[config.mk]
export PLATFORM = sky130hd
export DESIGN_NAME = ising_flip_top
export DESIGN_NICKNAME = d
export VERILOG_FILES = /design/src/logic/flip_pkg.sv /design/src/logic/spin_stream_if.sv /design/src/logic/energy_fifo_maintainer.sv /design/src/logic/spin_fifo_maintainer.sv /design/src/logic/flip_engine.sv /design/src/logic/flip_icon_mem.sv /design/src/logic/flip_manager.sv /design/src/logic/ising_flip_top.sv
export SDC_FILE = /design/constraint.sdc
export NUM_CORES = 1
export LEC_CHECK = 0
export BUFFER_PORTS_ARGS = -buffer_cell sky130_fd_sc_hd__buf_2
export CORE_MARGIN = 3
export CORE_UTILIZATION = 57
export CTS_BUF_LIST = sky130_fd_sc_hd__clkbuf_16
export CTS_CLUSTER_SIZE = 24
export DETAILED_ROUTE_END_ITERATION = 12
export GPL_TIMING_DRIVEN = 0
export PLACE_DENSITY = 0.73
export SLEW_MARGIN = 5
export SYNTH_ARGS = -nofsm -noshare
export SYNTH_HDL_FRONTEND = slang
export SYNTH_SLANG_ARGS = --single-unit
[constraint.sdc]
create_clock -name clk_i -period 3.1 [get_ports clk_i]
set_input_delay 0 -clock clk_i [delete_from_list [all_inputs] [get_ports clk_i]]
set_output_delay 0 -clock clk_i [all_outputs]
set_load 0.02 [all_outputs]
[src/logic/flip_pkg.sv]
// Spin update shared definitions
package flip_pkg;

    // Vector and queue sizes
    localparam int NUM_SPIN   = 16;
    localparam int SPIN_DEPTH = 2;
    localparam int ENERGY_W   = 16;

    // Icon table geometry
    localparam int ICON_DEPTH = 8;
    localparam int ICON_AW    = 3;

    typedef logic [NUM_SPIN-1:0]        spin_t;
    typedef logic signed [ENERGY_W-1:0] energy_t;
    // One extra bit so the icon count itself fits
    typedef logic [ICON_AW:0]           icon_addr_t;

    // Slot pointer and occupancy count for the SPIN_DEPTH queues
    typedef logic [$clog2(SPIN_DEPTH)-1:0]   slot_t;
    typedef logic [$clog2(SPIN_DEPTH+1)-1:0] cnt_t;

    // Reference energy preset, most positive value
    localparam energy_t ENERGY_MAX = {1'b0, {(ENERGY_W-1){1'b1}}};

    typedef enum logic [1:0] {
        FE_IDLE,
        FE_READ,
        FE_EMIT
    } fe_state_e;

    typedef enum logic [1:0] {
        CMPT_IDLE,
        CMPT_RUN,
        CMPT_DRAIN
    } cmpt_state_e;

endpackage

[src/logic/spin_stream_if.sv]
// Spin push stream
`timescale 1ns/1ps

interface spin_stream_if;
    import flip_pkg::*;

    logic  valid;
    logic  ready;
    spin_t spin;
    // Re-enqueue the oldest shadow spin, payload ignored
    logic  push_none;

    modport src (
        output valid,
        output spin,
        output push_none,
        input  ready
    );

    modport dst (
        input  valid,
        input  spin,
        input  push_none,
        output ready
    );

endinterface

[src/logic/energy_fifo_maintainer.sv]
// Candidate energy maintainer
`timescale 1ns/1ps

module energy_fifo_maintainer (
    input  logic             clk_i,
    input  logic             rst_n_i,
    input  logic             flush_i,
    input  logic             en_comparison_i,
    input  logic             spin_valid_i,
    input  flip_pkg::spin_t   spin_i,
    output logic             spin_ready_o,
    input  logic             energy_valid_i,
    input  flip_pkg::energy_t energy_i,
    output logic             energy_ready_o,
    spin_stream_if.src       push
);
    import flip_pkg::*;

    // Candidates waiting for their energy
    spin_t   cand_mem [SPIN_DEPTH];
    slot_t   cand_wr_q;
    slot_t   cand_rd_q;
    cnt_t    cand_cnt_q;
    cnt_t    cand_cnt_d;
    // Spin input opens one cycle after reset
    logic    spin_rdy_q;
    // Best energy seen so far, one per slot
    energy_t ref_q [SPIN_DEPTH];
    slot_t   slot_q;
    logic    spin_hs;
    logic    energy_hs;
    logic    accept;

    assign spin_ready_o = spin_rdy_q;
    // Energy only pairs with a waiting candidate, and not over a pending push
    assign energy_ready_o = (cand_cnt_q != '0) & ~push.valid;
    assign spin_hs = spin_valid_i & spin_ready_o;
    assign energy_hs = energy_valid_i & energy_ready_o;
    // Only a strictly lower energy replaces the old spin
    assign accept = ~en_comparison_i | (energy_i < ref_q[slot_q]);

    always_comb begin
        cand_cnt_d = cand_cnt_q;
        if (spin_hs && !energy_hs) begin
            cand_cnt_d = cand_cnt_q + 1'b1;
        end else if (energy_hs && !spin_hs) begin
            cand_cnt_d = cand_cnt_q - 1'b1;
        end
    end

    always_ff @(posedge clk_i or negedge rst_n_i) begin
        if (!rst_n_i) begin
            cand_wr_q  <= '0;
            cand_rd_q  <= '0;
            cand_cnt_q <= '0;
            spin_rdy_q <= 1'b0;
            slot_q     <= '0;
            push.valid <= 1'b0;
            for (int i = 0; i < SPIN_DEPTH; i++) begin
                ref_q[i] <= ENERGY_MAX;
            end
        end else if (flush_i) begin
            cand_wr_q  <= '0;
            cand_rd_q  <= '0;
            cand_cnt_q <= '0;
            spin_rdy_q <= 1'b1;
            slot_q     <= '0;
            push.valid <= 1'b0;
            for (int i = 0; i < SPIN_DEPTH; i++) begin
                ref_q[i] <= ENERGY_MAX;
            end
        end else begin
            if (spin_hs) begin
                cand_wr_q <= cand_wr_q + 1'b1;
            end
            cand_cnt_q <= cand_cnt_d;
            spin_rdy_q <= (cand_cnt_d != cnt_t'(SPIN_DEPTH));
            if (energy_hs) begin
                cand_rd_q <= cand_rd_q + 1'b1;
                // Slots rotate in FIFO order
                slot_q <= slot_q + 1'b1;
                if (accept) begin
                    ref_q[slot_q] <= energy_i;
                end
            end
            // Push held until the spin FIFO takes it
            if (energy_hs) begin
                push.valid <= 1'b1;
            end else if (push.ready) begin
                push.valid <= 1'b0;
            end
        end
    end

    always_ff @(posedge clk_i) begin
        if (spin_hs) begin
            cand_mem[cand_wr_q] <= spin_i;
        end
        if (energy_hs) begin
            push.spin      <= cand_mem[cand_rd_q];
            push.push_none <= ~accept;
        end
    end

endmodule

[src/logic/spin_fifo_maintainer.sv]
// Spin FIFO with restore queue
`timescale 1ns/1ps

module spin_fifo_maintainer (
    input  logic           clk_i,
    input  logic           rst_n_i,
    input  logic           flush_i,
    input  logic           cmpt_en_i,
    input  logic           icon_finish_i,
    input  logic           host_readout_i,
    spin_stream_if.dst     push,
    output logic           pop_valid_o,
    output flip_pkg::spin_t pop_spin_o,
    input  logic           pop_ready_i,
    output logic           cmpt_busy_o
);
    import flip_pkg::*;

    cmpt_state_e state_q;
    // Main FIFO, pointers wrap since the depth is a power of two
    spin_t       fifo_mem [SPIN_DEPTH];
    slot_t       wr_ptr_q;
    slot_t       rd_ptr_q;
    cnt_t        count_q;
    // Spins popped during a computation and not yet resolved
    spin_t       shadow_mem [SPIN_DEPTH];
    slot_t       sh_wr_ptr_q;
    slot_t       sh_rd_ptr_q;
    logic        busy;
    logic        push_hs;
    logic        pop_hs;
    logic        sh_store;
    logic        sh_take;
    spin_t       push_data;

    assign busy = (state_q != CMPT_IDLE);
    assign cmpt_busy_o = busy;

    assign push.ready = (count_q != cnt_t'(SPIN_DEPTH));
    // Pops open during a computation or a host readout
    assign pop_valid_o = (count_q != '0) & (busy | host_readout_i);
    assign pop_spin_o = fifo_mem[rd_ptr_q];

    assign push_hs = push.valid & push.ready;
    assign pop_hs = pop_valid_o & pop_ready_i;

    // Every resolved slot retires its shadow entry
    assign sh_store = pop_hs & busy;
    assign sh_take = push_hs & busy;
    // Rejected candidate, restore the spin it came from
    assign push_data = push.push_none ? shadow_mem[sh_rd_ptr_q] : push.spin;

    always_ff @(posedge clk_i or negedge rst_n_i) begin
        if (!rst_n_i) begin
            state_q     <= CMPT_IDLE;
            wr_ptr_q    <= '0;
            rd_ptr_q    <= '0;
            count_q     <= '0;
            sh_wr_ptr_q <= '0;
            sh_rd_ptr_q <= '0;
        end else if (flush_i) begin
            state_q     <= CMPT_IDLE;
            wr_ptr_q    <= '0;
            rd_ptr_q    <= '0;
            count_q     <= '0;
            sh_wr_ptr_q <= '0;
            sh_rd_ptr_q <= '0;
        end else begin
            if (push_hs) begin
                wr_ptr_q <= wr_ptr_q + 1'b1;
            end
            if (pop_hs) begin
                rd_ptr_q <= rd_ptr_q + 1'b1;
            end
            if (push_hs != pop_hs) begin
                count_q <= push_hs ? count_q + 1'b1 : count_q - 1'b1;
            end
            if (sh_store) begin
                sh_wr_ptr_q <= sh_wr_ptr_q + 1'b1;
            end
            if (sh_take) begin
                sh_rd_ptr_q <= sh_rd_ptr_q + 1'b1;
            end

            case (state_q)
                CMPT_IDLE: begin
                    if (cmpt_en_i) begin
                        state_q <= CMPT_RUN;
                    end
                end
                // Last icon emitted, wait for the slots to come home
                CMPT_RUN: begin
                    if (icon_finish_i) begin
                        state_q <= CMPT_DRAIN;
                    end
                end
                CMPT_DRAIN: begin
                    if (count_q == cnt_t'(SPIN_DEPTH)) begin
                        state_q <= CMPT_IDLE;
                    end
                end
                default: state_q <= CMPT_IDLE;
            endcase
        end
    end

    always_ff @(posedge clk_i) begin
        if (push_hs) begin
            fifo_mem[wr_ptr_q] <= push_data;
        end
        if (sh_store) begin
            shadow_mem[sh_wr_ptr_q] <= pop_spin_o;
        end
    end

endmodule

[src/logic/flip_engine.sv]
// Icon flip engine
`timescale 1ns/1ps

module flip_engine (
    input  logic                 clk_i,
    input  logic                 rst_n_i,
    input  logic                 flush_i,
    input  logic                 cmpt_busy_i,
    input  logic                 flip_disable_i,
    input  logic                 prev_valid_i,
    input  flip_pkg::spin_t       prev_spin_i,
    output logic                 prev_ready_o,
    output logic                 flipped_valid_o,
    output flip_pkg::spin_t       flipped_spin_o,
    input  logic                 flipped_ready_i,
    output logic                 flip_ren_o,
    output flip_pkg::icon_addr_t flip_raddr_o,
    input  flip_pkg::spin_t       flip_rdata_i,
    input  flip_pkg::icon_addr_t icon_count_i,
    output logic                 icon_finish_o
);
    import flip_pkg::*;

    fe_state_e  state_q;
    icon_addr_t addr_q;
    icon_addr_t last_addr;
    // Popped spin, flipped in place once the icon arrives
    spin_t      spin_q;
    logic       flip_q;
    logic       last_q;
    logic       flip_now;
    logic       pop_hs;

    assign flip_now = cmpt_busy_i & ~flip_disable_i;
    assign last_addr = icon_count_i - 1'b1;

    // One spin in flight, no pops past the last icon
    assign prev_ready_o = (state_q == FE_IDLE) & (~cmpt_busy_i | (addr_q < icon_count_i));
    assign pop_hs = prev_valid_i & prev_ready_o;

    // Icon read issued together with the pop
    assign flip_ren_o = pop_hs & flip_now;
    assign flip_raddr_o = addr_q;

    assign flipped_valid_o = (state_q == FE_EMIT);
    assign flipped_spin_o = spin_q;
    assign icon_finish_o = flipped_valid_o & flipped_ready_i & last_q;

    always_ff @(posedge clk_i or negedge rst_n_i) begin
        if (!rst_n_i) begin
            state_q <= FE_IDLE;
            addr_q  <= '0;
            flip_q  <= 1'b0;
            last_q  <= 1'b0;
        end else if (flush_i) begin
            state_q <= FE_IDLE;
            addr_q  <= '0;
            flip_q  <= 1'b0;
            last_q  <= 1'b0;
        end else begin
            case (state_q)
                FE_IDLE: begin
                    if (pop_hs) begin
                        state_q <= FE_READ;
                    end
                end
                FE_READ: state_q <= FE_EMIT;
                // Hold the output until the energy side takes it
                FE_EMIT: begin
                    if (flipped_ready_i) begin
                        state_q <= FE_IDLE;
                    end
                end
                default: state_q <= FE_IDLE;
            endcase

            // Address restarts with every computation
            if (!cmpt_busy_i) begin
                addr_q <= '0;
            end else if (pop_hs) begin
                addr_q <= addr_q + 1'b1;
            end

            if (pop_hs) begin
                flip_q <= flip_now;
                last_q <= cmpt_busy_i & (addr_q == last_addr);
            end
        end
    end

    always_ff @(posedge clk_i) begin
        if (pop_hs) begin
            spin_q <= prev_spin_i;
        end else if ((state_q == FE_READ) && flip_q) begin
            spin_q <= spin_q ^ flip_rdata_i;
        end
    end

endmodule

[src/logic/flip_icon_mem.sv]
// Flip icon table
`timescale 1ns/1ps

module flip_icon_mem (
    input  logic                           clk_i,
    input  logic                           we_i,
    input  logic [flip_pkg::ICON_AW-1:0]   waddr_i,
    input  flip_pkg::spin_t                 wdata_i,
    input  logic                           ren_i,
    input  logic [flip_pkg::ICON_AW-1:0]   raddr_i,
    output flip_pkg::spin_t                 rdata_o
);
    import flip_pkg::*;

    // One icon per address, written by the host
    spin_t icon_mem [ICON_DEPTH];

    always_ff @(posedge clk_i) begin
        if (we_i) begin
            icon_mem[waddr_i] <= wdata_i;
        end
    end

    // Registered read, data one cycle after ren
    always_ff @(posedge clk_i) begin
        if (ren_i) begin
            rdata_o <= icon_mem[raddr_i];
        end
    end

endmodule

[src/logic/flip_manager.sv]
// Flip manager
`timescale 1ns/1ps

module flip_manager (
    input  logic                 clk_i,
    input  logic                 rst_n_i,
    input  logic                 flush_i,
    input  logic                 en_comparison_i,
    input  logic                 cmpt_en_i,
    output logic                 cmpt_idle_o,
    input  logic                 host_readout_i,
    input  logic                 spin_configure_valid_i,
    input  flip_pkg::spin_t       spin_configure_i,
    output logic                 spin_configure_ready_o,
    output logic                 spin_pop_valid_o,
    output flip_pkg::spin_t       spin_pop_o,
    input  logic                 spin_pop_ready_i,
    input  logic                 spin_valid_i,
    input  flip_pkg::spin_t       spin_i,
    output logic                 spin_ready_o,
    input  logic                 energy_valid_i,
    output logic                 energy_ready_o,
    input  flip_pkg::energy_t     energy_i,
    output logic                 flip_ren_o,
    output flip_pkg::icon_addr_t flip_raddr_o,
    input  flip_pkg::icon_addr_t icon_count_i,
    input  flip_pkg::spin_t       flip_rdata_i,
    input  logic                 flip_disable_i
);
    import flip_pkg::*;

    logic  cmpt_busy;
    logic  icon_finish;
    // FIFO to engine link
    logic  fifo_pop_valid;
    spin_t fifo_pop_spin;
    logic  fifo_pop_ready;

    spin_stream_if en_push ();
    spin_stream_if fifo_push ();

    assign cmpt_idle_o = ~cmpt_busy;

    // Energy side owns the FIFO during a computation and the host owns it otherwise
    assign fifo_push.valid = cmpt_busy ? en_push.valid : spin_configure_valid_i;
    assign fifo_push.spin = cmpt_busy ? en_push.spin : spin_configure_i;
    assign fifo_push.push_none = cmpt_busy & en_push.push_none;
    assign en_push.ready = cmpt_busy & fifo_push.ready;
    assign spin_configure_ready_o = fifo_push.ready & cmpt_idle_o;

    energy_fifo_maintainer u_energy_fifo_maintainer (
        .clk_i           (clk_i),
        .rst_n_i         (rst_n_i),
        .flush_i         (flush_i),
        .en_comparison_i (en_comparison_i),
        .spin_valid_i    (spin_valid_i),
        .spin_i          (spin_i),
        .spin_ready_o    (spin_ready_o),
        .energy_valid_i  (energy_valid_i),
        .energy_i        (energy_i),
        .energy_ready_o  (energy_ready_o),
        .push            (en_push)
    );

    spin_fifo_maintainer u_spin_fifo_maintainer (
        .clk_i          (clk_i),
        .rst_n_i        (rst_n_i),
        .flush_i        (flush_i),
        .cmpt_en_i      (cmpt_en_i),
        .icon_finish_i  (icon_finish),
        .host_readout_i (host_readout_i),
        .push           (fifo_push),
        .pop_valid_o    (fifo_pop_valid),
        .pop_spin_o     (fifo_pop_spin),
        .pop_ready_i    (fifo_pop_ready),
        .cmpt_busy_o    (cmpt_busy)
    );

    flip_engine u_flip_engine (
        .clk_i           (clk_i),
        .rst_n_i         (rst_n_i),
        .flush_i         (flush_i),
        .cmpt_busy_i     (cmpt_busy),
        .flip_disable_i  (flip_disable_i),
        .prev_valid_i    (fifo_pop_valid),
        .prev_spin_i     (fifo_pop_spin),
        .prev_ready_o    (fifo_pop_ready),
        .flipped_valid_o (spin_pop_valid_o),
        .flipped_spin_o  (spin_pop_o),
        .flipped_ready_i (spin_pop_ready_i),
        .flip_ren_o      (flip_ren_o),
        .flip_raddr_o    (flip_raddr_o),
        .flip_rdata_i    (flip_rdata_i),
        .icon_count_i    (icon_count_i),
        .icon_finish_o   (icon_finish)
    );

endmodule

[src/logic/ising_flip_top.sv]
// Ising spin update top
`timescale 1ns/1ps

module ising_flip_top (
    input  logic                         clk_i,
    input  logic                         rst_n_i,
    input  logic                         flush_i,
    input  logic                         en_comparison_i,
    input  logic                         flip_disable_i,
    input  logic                         cmpt_en_i,
    output logic                         cmpt_idle_o,
    input  logic                         host_readout_i,
    input  logic                         spin_configure_valid_i,
    input  flip_pkg::spin_t               spin_configure_i,
    output logic                         spin_configure_ready_o,
    output logic                         spin_pop_valid_o,
    output flip_pkg::spin_t               spin_pop_o,
    input  logic                         spin_pop_ready_i,
    input  logic                         spin_valid_i,
    input  flip_pkg::spin_t               spin_i,
    output logic                         spin_ready_o,
    input  logic                         energy_valid_i,
    input  flip_pkg::energy_t             energy_i,
    output logic                         energy_ready_o,
    input  logic                         icon_we_i,
    input  logic [flip_pkg::ICON_AW-1:0] icon_waddr_i,
    input  flip_pkg::spin_t               icon_wdata_i,
    input  flip_pkg::icon_addr_t         icon_count_i
);
    import flip_pkg::*;

    // Icon read path between manager and table
    logic       flip_ren;
    icon_addr_t flip_raddr;
    spin_t      flip_rdata;

    flip_manager u_flip_manager (
        .clk_i                  (clk_i),
        .rst_n_i                (rst_n_i),
        .flush_i                (flush_i),
        .en_comparison_i        (en_comparison_i),
        .cmpt_en_i              (cmpt_en_i),
        .cmpt_idle_o            (cmpt_idle_o),
        .host_readout_i         (host_readout_i),
        .spin_configure_valid_i (spin_configure_valid_i),
        .spin_configure_i       (spin_configure_i),
        .spin_configure_ready_o (spin_configure_ready_o),
        .spin_pop_valid_o       (spin_pop_valid_o),
        .spin_pop_o             (spin_pop_o),
        .spin_pop_ready_i       (spin_pop_ready_i),
        .spin_valid_i           (spin_valid_i),
        .spin_i                 (spin_i),
        .spin_ready_o           (spin_ready_o),
        .energy_valid_i         (energy_valid_i),
        .energy_ready_o         (energy_ready_o),
        .energy_i               (energy_i),
        .flip_ren_o             (flip_ren),
        .flip_raddr_o           (flip_raddr),
        .icon_count_i           (icon_count_i),
        .flip_rdata_i           (flip_rdata),
        .flip_disable_i         (flip_disable_i)
    );

    // Reads stay below the icon count, so the top address bit is clear
    flip_icon_mem u_flip_icon_mem (
        .clk_i   (clk_i),
        .we_i    (icon_we_i),
        .waddr_i (icon_waddr_i),
        .wdata_i (icon_wdata_i),
        .ren_i   (flip_ren),
        .raddr_i (flip_raddr[ICON_AW-1:0]),
        .rdata_o (flip_rdata)
    );

endmodule

# Yosys cells after proc, flatten, opt, wreduce, memory -nomap -nowiden
# Memory sizes are Yosys's and may differ from the RTL's. A register that Yosys moved wholly into a read port is not among the register bits.
# Cells that the tools add are included.
# totals
reg_bits	72
ram_bits	224
in_bits	83
out_inout_bits	21
wordCells	169
memories	4
# classes
addsub	13
n_lt_le_gt_ge	4
eq_ne	15
n_mux	62
bitwise	27
reduce_logical	24
# mem_list
name	words	width	rd	rd_clocked_by_memory_dff	wr	line_no	text
u_flip_icon_mem.icon_mem	8	16	1	1	1	flip_icon_mem.sv:16	spin_t icon_mem [ICON_DEPTH];
u_flip_manager.u_energy_fifo_maintainer.cand_mem	2	16	1	1	1	energy_fifo_maintainer.sv:20	spin_t cand_mem [SPIN_DEPTH];
u_flip_manager.u_spin_fifo_maintainer.fifo_mem	2	16	1	0	1	spin_fifo_maintainer.sv:21	spin_t fifo_mem [SPIN_DEPTH];
u_flip_manager.u_spin_fifo_maintainer.shadow_mem	2	16	1	0	1	spin_fifo_maintainer.sv:26	spin_t shadow_mem [SPIN_DEPTH];
# op_table
cell	count
$mux 16	8
$mux 32	3
$bwmux 32	1
$mux 1	31
$mux 2	13
$reduce_bool 2->1	12
$and 1x1->1	17
$demux 16 s1	1
$lt 16x16->1	1
$xor 16x16->16	1
$ne 3x3->1 const B	5
$mux 4	3
$pmux 2 s3	2
$add 1x1->1 const B	7
$eq 2x2->1 const B	3
$not 1->1	5
$add 2x1->2 const B	2
$add 4x1->4 const B	1
$eq 2x1->1 const B	2
$eq 4x4->1	1
$logic_and 1x1->1	4
$logic_not 2->1	2
$lt 4x4->1	1
$ne 2x2->1 const B	2
other kinds (12)	17

# Longest topological paths before layout
# Gate-level depths: netlist of run 1.
# depth
ltp_word	9
mapped_depth	11

# Cells and area by module
# From an unflattened synthesis of run 1, not the netlist that was laid out.
# hier_totals
cells_unflattened	834
hier_area_um2	13983.4
# modules_own_cells
mod	instances	cells_per_inst	area_each_um2
flip_icon_mem	1	214	5454.0
energy_fifo_maintainer	1	283	3970.1
spin_fifo_maintainer	1	185	2879.0
flip_engine	1	129	1383.8
flip_manager	1	23	296.5

# Least setup slack after synthesis of run 1
# Ideal clock, no wire load.
# synth_timing
path_type	register -> register
from	register u_flip_manager.u_flip_engine.addr_q[0] (netlist: u_flip_manager.u_flip_engine.flip_raddr_o[0])
to	register u_flip_manager.u_flip_engine.spin_q[0] (netlist: u_flip_manager.u_flip_engine.flipped_spin_o[0]) (enable)
t_arrival_ns	2.306
required_ns	2.709
path_slack_ns	0.403
stages_incl_launch_ff	12
n_path_buf	4
synth_period_minus_slack_ns	2.697
cell_sequence	dfrtp_1 buf_2 buf_2 inv_1 ha_1 nor2b_1 o21a_1 o21ai_2 a21oi_2 buf_6 buf_6 o21ai_1
# synth_between
elab_chain_cells	5
# synth_rtl
element	line_no	text
from (decl)	flip_engine.sv:25	icon_addr_t addr_q;
from (signal assigned)	flip_engine.sv:81	addr_q <= addr_q + 1'b1;
$lt 4x4->1	flip_engine.sv:38	assign prev_ready_o = (state_q == FE_IDLE) & (~cmpt_busy_i | (addr_q < icon_count_i));
$or 1x1->1	flip_engine.sv:38	
$and 1x1->1	flip_engine.sv:38	
$and 1x1->1	flip_engine.sv:39	assign pop_hs = prev_valid_i & prev_ready_o;
$reduce_bool 2->1 (no line)	-	
to (signal assigned)	flip_engine.sv:93	spin_q <= prev_spin_i;
to (signal assigned)	flip_engine.sv:95	spin_q <= spin_q ^ flip_rdata_i;
to (decl)	flip_engine.sv:28	spin_t spin_q;
# No other way between the ends.
# A chain may end at the register's enable or synchronous reset.

# Worst setup path in the final report of run 1
# layout_timing
from	register u_flip_manager.u_flip_engine.addr_q[0] (netlist: u_flip_manager.u_flip_engine.flip_raddr_o[0])
to	register u_flip_icon_mem.rdata_o[15] (read register of u_flip_icon_mem.icon_mem) (enable)
# layout_between
elab_chain_cells	5
# layout_rtl
element	line_no	text
$lt 4x4->1	flip_engine.sv:38	
$or 1x1->1	flip_engine.sv:38	
$and 1x1->1	flip_engine.sv:38	
$and 1x1->1	flip_engine.sv:39	
$and 1x1->1	flip_engine.sv:42	assign flip_ren_o = pop_hs & flip_now;
named net flip_ren	ising_flip_top.sv:33	logic flip_ren;
to (decl)	flip_icon_mem.sv:11	output flip_pkg::spin_t rdata_o
# The timed path passes the listed nets, and every way through them passes these cells.

==> impl_metrics.py, run 1 <==
metrics = {
    "run_status": {
        "status": "finished, final reports clean",
    },
    "cells_and_area": {
        "nNetsFinal": 1197,
        "seq_area_um2": 9610,
        "multi_input_area_um2": 4060,
        "syn_to_final_growth_pct": 20.9,
        "instances_no_fill": 1436,
        "nFillCells": 1570,
        "fin_util_pct": 70.9,
        "diodes": 0,
        "drive_gt1_share_pct": 33.8,
    },
    "sta": {
        "post-route-min-period_ns": 2.77,
        "timing.hold.ws_ns": 0.00576,
        "setup_slack_ns": 0.330,
        "slew_violations": 0,
        "timing.final.setup_violations": 0,
        "tns_ns": 0,
        "finalHoldViolCount": 0,
        "maxSlewHeadroom_pct": 38.7,
        "fin_crit_sh_pct": 89.4,
        "finalClockSkew_ns": 0.0114,
        "worst_pin_slew_ns": 0.919,
        "fmax_mhz": 361,
        "grt_setup_unrepaired": "no",
    },
    "hold_path": {
        "min_from": "icon_count_i[1]",
        "holdPathEnd": "u_flip_manager.u_flip_engine.last_q",
        "holdPathStages": 6,
        "worstHoldPathType": "input pin to flip-flop",
    },
    "clocking": {
        "root_buffer": "clkbuf_16",
        "insertion_delay_ns": 0.50,
        "htree_levels": 2,
        "postCtsSetupBuffers": 0,
        "clock_sinks": 328,
        "cts_made_buffers": 35,
        "tritoncts": "done",
        "clk_pin_slew_ns": 0.06,
        "cts.path.max_buffers": 3,
    },
    "placed_design": {
        "gp_congestion": 0.819,
        "dp_hpwl_um": 19300,
        "place_inst": 1299,
        "dp_slack_ns": 0.0174,
        "port_buffers": 102,
    },
    "detailed_routing": {
        "viasPerCell": 5.52,
        "drt_iter0_markers": 489,
        "postRouteAntennaNets": 0,
        "drtPass1Iterations": 5,
        "drc": 0,
        "wirelength_um": 29400,
        "routedWlPerCell_um": 20.5,
        "via_count": 7927,
    },
    "critical_path": {
        "r2r_start": "u_flip_manager.u_flip_engine.flip_raddr_o[0]",
        "crit_buf_inv": 4,
        "cp_cell_sequence": "buf_2, clkbuf_4, inv_1, ha_1, nor2b_1, o21a_1, o21ai_2, nand2_2, or2_1, clkinvlp_4",
        "cp_slowest_stage_delay_ns": 0.38,
        "crit_arrival_ns": 2.94,
        "r2r_setup_slack_ns": 0.33,
        "r2r_end": "u_flip_icon_mem.rdata_o[15]",
        "start_kind": "flip-flop",
        "endpoint_kind": "flip-flop",
        "worstPathRequired_ns": 3.27,
        "reg2regPathDepth": 10,
        "path_class": "flip-flop to flip-flop",
        "crit_fanout": 16,
        "cpMaxStageDelayCell": "dfrtp_1",
        "cp_top_family": "buffers and inverters",
    },
    "synthesis": {
        "ys_warn_count": 0,
        "syn_inst": 869,
        "synth-edff-count": 273,
        "synth_nets": 974,
        "yosysTopAreaCell": "edfxtp_1",
        "synth_seq_cells": 328,
        "synth_ff_type": "edfxtp_1",
        "synth_top_area_share_pct": 58.8,
        "synth_seq_area_share_pct": 69.0,
        "synthesis.area_um2": 13900,
        "syn_avg_cell_area_um2": 16.0,
        "synthArstFlopShare_pct": 16.8,
        "synthTopCellsByArea": "edfxtp_1, dfstp_2, mux4_2, dfrtp_1, mux2_2",
        "synth_cell_type_count": 54,
    },
    "die": {
        "die_x_um": 162,
        "ios": 104,
        "row_count": 56,
        "die_y_um": 162,
        "core_area_um2": 23800,
        "die_area_um2": 26400,
        "initial_utilization_pct": 58.7,
    },
    "power_and_ir_drop": {
        "p_seq_share_pct": 48.3,
        "clkPwrFrac_pct": 32.7,
        "p_per_area_nw_per_um2": 700,
        "p_int_mw": 8.60,
        "power.leakage_nw": 5.96,
        "combinationalPowerShare_pct": 19.0,
        "vdd_drop_max_mv": 0.471,
        "switching_share_pct": 27.1,
        "switching_power_mw": 3.19,
    },
    "flow_run": {
        "drv_cap": 0,
    },
    "grt": {
        "overflow": 0,
        "grt_start_max_net_pins": 56,
        "antenna_found_initial": 0,
        "grt_pass1_wl_um": 45800,
        "grt_pass1_vias": 8381,
        "track_usage_pct": 22.7,
    },
}
[cell type report]
cell class,instances,area share [%]
Buffer,44,1.56
Timing Repair Buffer,187,8.30
Clock inverter,27,1.06
Inverter,13,0.342
Sequential cell,328,57.1
Tap cell,319,2.37
Clock buffer,35,5.20
Multi-Input combinational cell,483,24.1
[metal layers]
metal | track usage [%] | part of all wire [%]
met2 | 38.8 | 50
met5 | 0 | 0
met1 | 29.9 | 42
met4 | 6.63 | 2.3
met3 | 4.43 | 6.0
[stage by stage]
step / power (mW) / area (um2)
after global routing: 12.3 / 16800
after CTS: 11.9 / 16800
after detailed placement: 7.95 / 15000
after global placement: 7.85 / 14800
after floorplan: 7.20 / 13900
final: 11.8 / 16800
[flip-flops by register name (all words and copies together), names as in the netlist, 2 cells and up]
signal	flops
u_flip_icon_mem.icon_mem	128
u_flip_icon_mem.rdata_o	16
u_flip_manager.u_energy_fifo_maintainer.cand_cnt_q	2
u_flip_manager.u_energy_fifo_maintainer.cand_mem	32
u_flip_manager.u_energy_fifo_maintainer.push.spin	16
u_flip_manager.u_energy_fifo_maintainer.ref_q	32
u_flip_manager.u_flip_engine.flip_raddr_o	4
u_flip_manager.u_flip_engine.flipped_spin_o	16
u_flip_manager.u_flip_engine.state_q	2
u_flip_manager.u_spin_fifo_maintainer.count_q	2
u_flip_manager.u_spin_fifo_maintainer.fifo_mem	32
u_flip_manager.u_spin_fifo_maintainer.shadow_mem	32
u_flip_manager.u_spin_fifo_maintainer.state_q	2
[repair_timing]
action,in CTS,in global routing
resized for setup,0,4
hold endpoints to repair,272,0
endpoints found under the setup margin,0,96
hold buffers,76,0
[worst max path at each step]
stage                                                startpoint                                         endpoint  slack (ns)  depth (start not counted)
2_1_floorplan      u_flip_manager.u_flip_engine.flip_raddr_o[0]   u_flip_manager.u_flip_engine.flipped_spin_o[0]        0.40                         11
3_3_place_gp   u_flip_manager.u_spin_fifo_maintainer.state_q[1]                                        flip-flop       -0.47                          6
3_5_place_dp     u_flip_manager.u_energy_fifo_maintainer.slot_q                                        flip-flop        0.02                         11
4_1_cts          u_flip_manager.u_energy_fifo_maintainer.slot_q                                        flip-flop       0.008                         11
5_1_grt            u_flip_manager.u_flip_engine.flip_raddr_o[0]  u_flip_manager.u_flip_engine.flipped_spin_o[10]        0.02                         11
6_report           u_flip_manager.u_flip_engine.flip_raddr_o[0]                      u_flip_icon_mem.rdata_o[15]        0.33                         10
[worst reg2reg max path: cells and delay by family (launching register included)]
family          cells  cell delay (ns)
buf+inv             4             0.88
compound gates      2             0.45
flops               1             0.38
fa+ha+maj           1             0.13
simple gates        3             0.59
[power by group through the flow]
stage / sequential [mW] / clock [mW] / combinational (mW)
floorplan: 5.77 / 0 / 1.43
global placement: 5.76 / 0 / 2.09
detailed placement: 5.77 / 0 / 2.17
CTS: 5.69 / 3.91 / 2.25
global route: 5.73 / 4.09 / 2.44
finish: 5.69 / 3.86 / 2.24
[synthesized netlist by cell type, types with 8 or more instances]
cell,number
ha_1,22
mux2_2,48
nand2_1,50
mux2i_1,34
buf_6,8
buf_2,9
dfrtp_1,25
o21ai_0,35
a21oi_1,27
xnor2_1,29
nor3_2,30
edfxtp_1,273
dfstp_2,30
clkbuf_1,21
mux4_2,32
nor2_1,81
a21oi_2,36
inv_1,11
[logic make-up (layout without fill, tap and decap cells)]
logic type / count (synthesis) / count (layout) / synth area share, %
adders and majority gates: 22 / 22 / 1.98
buffers and inverters: 58 / 306 / 2.28
DFF: 328 / 328 / 69.0
and+or+nand+nor: 194 / 194 / 7.24
muxes: 117 / 117 / 11.8
xor gates and xnor gates: 33 / 33 / 2.07
AOI/OAI and AO/OA: 117 / 117 / 5.63
[placed cells by master, fill, tap and decap left out, types with 3 or more instances in the layout]
master	count
nand2_1	50
nor3_2	33
inv_1	18
ha_1	22
nand3_1	5
a21oi_1	27
dlygate4sd3_1	76
dfrtp_1	25
mux2_2	48
buf_8	7
buf_2	109
buf_6	9
edfxtp_1	273
xnor2_1	29
and3_1	3
xor2_1	4
mux4_2	32
nor2_2	7
clkbuf_16	35
buf_4	4
clkinv_1	7
mux2i_1	34
dfstp_2	30
nor2b_1	4
clkinv_2	7
buf_1	3
o21ai_0	35
a21oi_2	36
nand2b_1	5
nor2_1	72
clkbuf_1	21
nor2_4	3
(Power assumes the default switching activity.)
==> inputs of run 2 (changes only) <==
==> constraint.sdc (replaced) <==
create_clock -name clk_i -period 3.1 [get_ports clk_i]
set_input_delay 0.155 -clock clk_i [delete_from_list [all_inputs] [get_ports clk_i]]
set_output_delay 0.155 -clock clk_i [all_outputs]
set_load 0.02 [all_outputs]
==> impl_metrics.py, run 2 (synthesis results as in run 1) <==
metrics = {
    "run_status": {
        "status": "finished, final reports clean",
    },
    "detailed_routing": {
        "drt-met1-wl_um": 12000,
        "postRouteAntennaNets": 0,
        "drt_iter0_markers": 481,
        "viasPerCell": 5.56,
        "top_layer_used": "met4",
        "wl_met2_um": 14500,
        "via_count": 7883,
        "drc": 0,
        "drtPass1Iterations": 5,
        "wl_met3_um": 1850,
        "wirelength_um": 29000,
        "routedWlPerCell_um": 20.4,
    },
    "placed_design": {
        "place_inst": 1299,
        "dp_hpwl_um": 19300,
        "place_area_um2": 15000,
        "port_buffers": 102,
        "dp_slack_ns": 0.0174,
        "gp_congestion": 0.819,
    },
    "sta": {
        "timing.final.setup_violations": 0,
        "finalClockSkew_ns": 0.0113,
        "fmax_mhz": 359,
        "grt_setup_unrepaired": "no",
        "timing.hold.ws_ns": 0.00887,
        "maxSlewHeadroom_pct": 39.3,
        "finalHoldViolCount": 0,
        "worst_pin_slew_ns": 0.909,
        "fin_crit_sh_pct": 89.8,
        "setup_slack_ns": 0.318,
        "post-route-min-period_ns": 2.78,
        "tns_ns": 0,
        "slew_violations": 0,
    },
    "power_and_ir_drop": {
        "switching_share_pct": 27.0,
        "p_int_mw": 8.59,
        "p_per_area_nw_per_um2": 706,
        "clkPwrFrac_pct": 32.7,
        "p_seq_share_pct": 48.4,
        "switching_power_mw": 3.17,
        "combinationalPowerShare_pct": 18.9,
        "power.leakage_nw": 5.89,
        "vdd_drop_max_mv": 0.469,
    },
    "grt": {
        "track_usage_pct": 22.5,
        "grt_start_max_net_pins": 56,
        "grt_pass1_vias": 8303,
        "overflow": 0,
        "antenna_found_initial": 0,
        "grt_pass1_wl_um": 45400,
    },
    "cells_and_area": {
        "seq_area_um2": 9610,
        "multi_input_area_um2": 4060,
        "nNetsFinal": 1180,
        "nFillCells": 1587,
        "final_cell_mix": "edfxtp_1, buf_2, nor2_1, dlygate4sd3_1, nand2_1",
        "layout_commonest_cell": "edfxtp_1",
        "largest_register": "u_flip_icon_mem.icon_mem",
        "syn_to_final_growth_pct": 19.6,
        "largest_register_ffs": 128,
        "diodes": 0,
        "final_cell_area_um2": 16700,
        "drive_gt1_share_pct": 34.4,
        "instances_no_fill": 1419,
    },
    "hold_path": {
        "worstHoldPathType": "input pin to flip-flop",
    },
    "clocking": {
        "postCtsSetupBuffers": 0,
        "clk_pin_slew_ns": 0.06,
        "insertion_delay_ns": 0.50,
        "tritoncts": "done",
        "root_buffer": "clkbuf_16",
        "htree_levels": 2,
        "clock_sinks": 328,
        "cts.path.max_buffers": 3,
        "cts_made_buffers": 35,
    },
    "die": {
        "core_area_um2": 23800,
        "initial_utilization_pct": 58.7,
        "die_x_um": 162,
        "ios": 104,
        "die_y_um": 162,
        "row_count": 56,
        "die_area_um2": 26400,
    },
    "critical_path": {
        "cp_top_family": "buffers and inverters",
        "endpoint_kind": "flip-flop",
        "worstPathRequired_ns": 3.27,
        "cpMaxStageDelayCell": "dfrtp_1",
        "path_class": "flip-flop to flip-flop",
        "crit_buf_inv": 4,
        "crit_arrival_ns": 2.96,
        "start_kind": "flip-flop",
        "r2r_setup_slack_ns": 0.32,
        "cp_slowest_stage_delay_ns": 0.38,
        "crit_fanout": 16,
        "cp_cell_sequence": "buf_2, clkbuf_4, inv_1, ha_1, nor2b_1, o21a_1, o21ai_2, nand2_2, or2_1, clkinvlp_4",
    },
    "flow_run": {
        "drv_cap": 0,
    },
}
## run 2: changes by cell type in the layout (fill, tap and decap cells not counted), sizes merged
| cell | previous run | this run |
|---|---|---|
| dlygate4sd3 | 76 | 59 |
## run 2: final cells by class
| cell class | instances | share of cell area, % |
|---|---|---|
| clock buffers | 35 | 5.25 |
| well taps | 319 | 2.39 |
| plain buffers | 44 | 1.58 |
| flip-flops and latches | 328 | 57.7 |
| repair buffers | 170 | 7.36 |
| clock inverters | 27 | 1.07 |
| multi-input cells | 483 | 24.3 |
| inverters | 13 | 0.345 |
## run 2: final timing paths
check                                                                   from                                              to  cells after the start
worst max-delay path            u_flip_manager.u_flip_engine.flip_raddr_o[0]                      u_flip_icon_mem.rdata_o[3]                     10
worst min-delay path                                     spin_configure_i[6]                                       flip-flop                      3
worst max register to register  u_flip_manager.u_flip_engine.flip_raddr_o[0]                      u_flip_icon_mem.rdata_o[3]                     10
worst min register to register       u_flip_manager.u_flip_engine.state_q[0]         u_flip_manager.u_flip_engine.state_q[0]                      1
max in group asynchronous                                            rst_n_i  u_flip_manager.u_spin_fifo_maintainer.wr_ptr_q                      2
min in group asynchronous                                            rst_n_i  u_flip_manager.u_energy_fifo_maintainer.slot_q                      2
## run 2: metrics by stage
| stage | total power, mW | utilization [%] |
|---|---|---|
| finish | 11.8 | 70.2 |
| global route | 12.2 | 70.2 |
| CTS | 11.8 | 70.1 |
| detailed placement | 7.95 | 63.2 |
| global placement | 7.85 | 62.5 |
| floorplan | 7.20 | - |
## run 2: metal layers
| layer | up-vias | track usage (%) |
|---|---|---|
| met5 | - | 0 |
| met3 | 43 | 4.50 |
| met2 | 242 | 38.3 |
| met4 | 0 | 6.63 |
| met1 | 3926 | 29.7 |
| li1 | 3672 | - |
## run 2: power groups by stage
stage          clock network [mW]  registers (mW)  logic (mW)
6_report                     3.85            5.69        2.22
5_1_grt                      4.09            5.73        2.42
4_1_cts                      3.91            5.69        2.24
3_5_place_dp                    0            5.77        2.17
3_3_place_gp                    0            5.76        2.09
2_1_floorplan                   0            5.77        1.43
## run 2: what timing repair did
item | in CTS | in global routing
hold buffers | 59 | 0
resized for setup | 0 | 4
hold endpoints to repair | 234 | 0
setup endpoints to repair | 0 | 96
## run 2: tightest hold or removal path, delay by kind of cell
kind            cells  cell delay (ns)
compound gates      1             0.10
buf+inv             1             0.08
simple gates        1             0.05
==> inputs of run 3 (changes only) <==
--- a/config.mk
+++ b/config.mk
@@ -11,8 +11,8 @@
 export CTS_BUF_LIST = sky130_fd_sc_hd__clkbuf_16
 export CTS_CLUSTER_SIZE = 24
 export DETAILED_ROUTE_END_ITERATION = 12
-export GPL_TIMING_DRIVEN = 0
 export PLACE_DENSITY = 0.73
+export RECOVER_POWER = 100
 export SLEW_MARGIN = 5
 export SYNTH_ARGS = -nofsm -noshare
 export SYNTH_HDL_FRONTEND = slang
==> impl_metrics.py, run 3 (synthesis results as in run 1) <==
metrics = {
    "detailed_routing": {
        "postRouteAntennaNets": 0,
        "via_count": 7676,
        "wirelength_um": 27400,
        "drt_iter0_markers": 551,
        "drc": 0,
        "viasPerCell": 5.50,
        "routedWlPerCell_um": 19.6,
        "drtPass1Iterations": 5,
    },
    "clocking": {
        "clk_pin_slew_ns": 0.06,
        "htree_levels": 2,
        "insertion_delay_ns": 0.52,
        "tritoncts": "done",
        "cts_resized": 0,
        "cts_made_buffers": 35,
        "clock_sinks": 328,
        "postCtsSetupBuffers": 0,
        "root_buffer": "clkbuf_16",
        "cts.path.max_buffers": 3,
    },
    "placed_design": {
        "gp_congestion": 0.789,
        "port_buffers": 103,
        "dp_hpwl_um": 17200,
        "place_area_um2": 14900,
    },
    "sta": {
        "finalHoldViolCount": 0,
        "post-route-min-period_ns": 2.75,
        "worst_pin_slew_ns": 1.34,
        "fin_crit_sh_pct": 88.7,
        "tns_ns": 0,
        "finalClockSkew_ns": 0.0134,
        "fmax_mhz": 364,
        "timing.final.setup_violations": 0,
        "maxSlewHeadroom_pct": 10.4,
        "slew_violations": 0,
        "grt_setup_unrepaired": "no",
    },
    "cells_and_area": {
        "nFillCells": 1604,
        "diodes": 0,
        "fin_util_pct": 68.7,
        "syn_to_final_growth_pct": 17.1,
        "final_cell_area_um2": 16300,
        "final_cell_mix": "edfxtp_1, nor2_1, clkbuf_1, dlygate4sd3_1, nand2_1",
        "drive_gt1_share_pct": 23.5,
        "largest_register": "u_flip_icon_mem.icon_mem",
        "nNetsFinal": 1158,
        "layout_commonest_cell": "edfxtp_1",
        "largest_register_ffs": 128,
    },
    "critical_path": {
        "crit_fanout": 38,
        "worstPathRequired_ns": 3.24,
        "crit_arrival_ns": 2.89,
        "start_kind": "flip-flop",
        "endpoint_kind": "flip-flop",
        "path_class": "flip-flop to flip-flop",
    },
    "power_and_ir_drop": {
        "power.total_mw": 11.7,
        "vdd_drop_max_mv": 0.540,
        "power.leakage_nw": 5.64,
        "p_per_area_nw_per_um2": 719,
    },
    "grt": {
        "grt_pass1_vias": 7985,
        "antenna_found_initial": 0,
        "overflow": 0,
        "grt_pass1_wl_um": 43500,
        "track_usage_pct": 21.3,
        "grt_start_max_net_pins": 85,
    },
    "die": {
        "initial_utilization_pct": 58.7,
        "row_count": 56,
        "die_y_um": 162,
        "die_area_um2": 26400,
        "die_x_um": 162,
        "ios": 104,
        "core_area_um2": 23800,
    },
    "run_status": {
        "status": "finished, final reports clean",
    },
    "flow_run": {
        "drv_cap": 0,
    },
    "hold_path": {
        "worstHoldPathType": "input pin to flip-flop",
    },
}
run 3: final cells by class:
cell class | count | area [um2] | share of cell area (%)
clock inverters | 24 | 210 | 1.29
well taps | 319 | 399 | 2.45
multi-input cells | 483 | 3920 | 24.0
flip-flops and latches | 328 | 9610 | 58.9
inverters | 13 | 53.8 | 0.330
repair buffers | 192 | 1220 | 7.48
clock buffers | 36 | 901 | 5.52
run 3: through the flow:
step	worst slack [ns]	hold slack, ns	instances
finish	0.350	0.00649	1395
detailed placement	0.444	0.346	1275
global placement	0.514	0.344	1275
global route	0.154	0.0351	1395
CTS	0.423	0.00324	1395
floorplan	0.403	-0.141	869
run 3: report_power, final:
group / internal [mW] / switching (mW)
clock network: 2.36 / 1.63
registers: 5.47 / 0.294
logic: 0.800 / 1.17
total: 8.63 / 3.10
run 3: worst paths after layout:
path / from / to / slack (ns) / depth (start not counted)
max: u_flip_manager.u_spin_fifo_maintainer.state_q[1] / u_flip_manager.u_flip_engine.flipped_spin_o[13] / 0.35 / 6
min: spin_configure_i[0] / flip-flop / 0.006 / 3
max reg2reg: u_flip_manager.u_spin_fifo_maintainer.state_q[1] / u_flip_manager.u_flip_engine.flipped_spin_o[13] / 0.35 / 6
min reg2reg: u_flip_manager.u_flip_engine.state_q[1] / u_flip_manager.u_flip_engine.state_q[0] / 0.50 / 1
max in group asynchronous: rst_n_i / async pin / 1.72 / 3
min in group asynchronous: rst_n_i / async pin / 0.39 / 2
run 3: critical path, stage by stage, from the launching register on:
cell and delay [ns]:
dfrtp_1 0.38, or2_0 0.47, inv_6 0.22, nor3_4 0.40, a21oi_4 0.09, o21ai_0 0.09
clkbuf_1 0.71
run 3: per-layer routing:
layer | GRT usage (%) | share of wire, %
met2 | 35.6 | 50
met1 | 28.7 | 43
met5 | 0 | 0
met3 | 4.76 | 5.0
met4 | 5.97 | 2.1
run 3: timing repair:
action / CTS / global route
endpoints found under the setup margin: 0 / 0
endpoints found under the hold margin: 231 / 0
hold buffers: 60 / 0
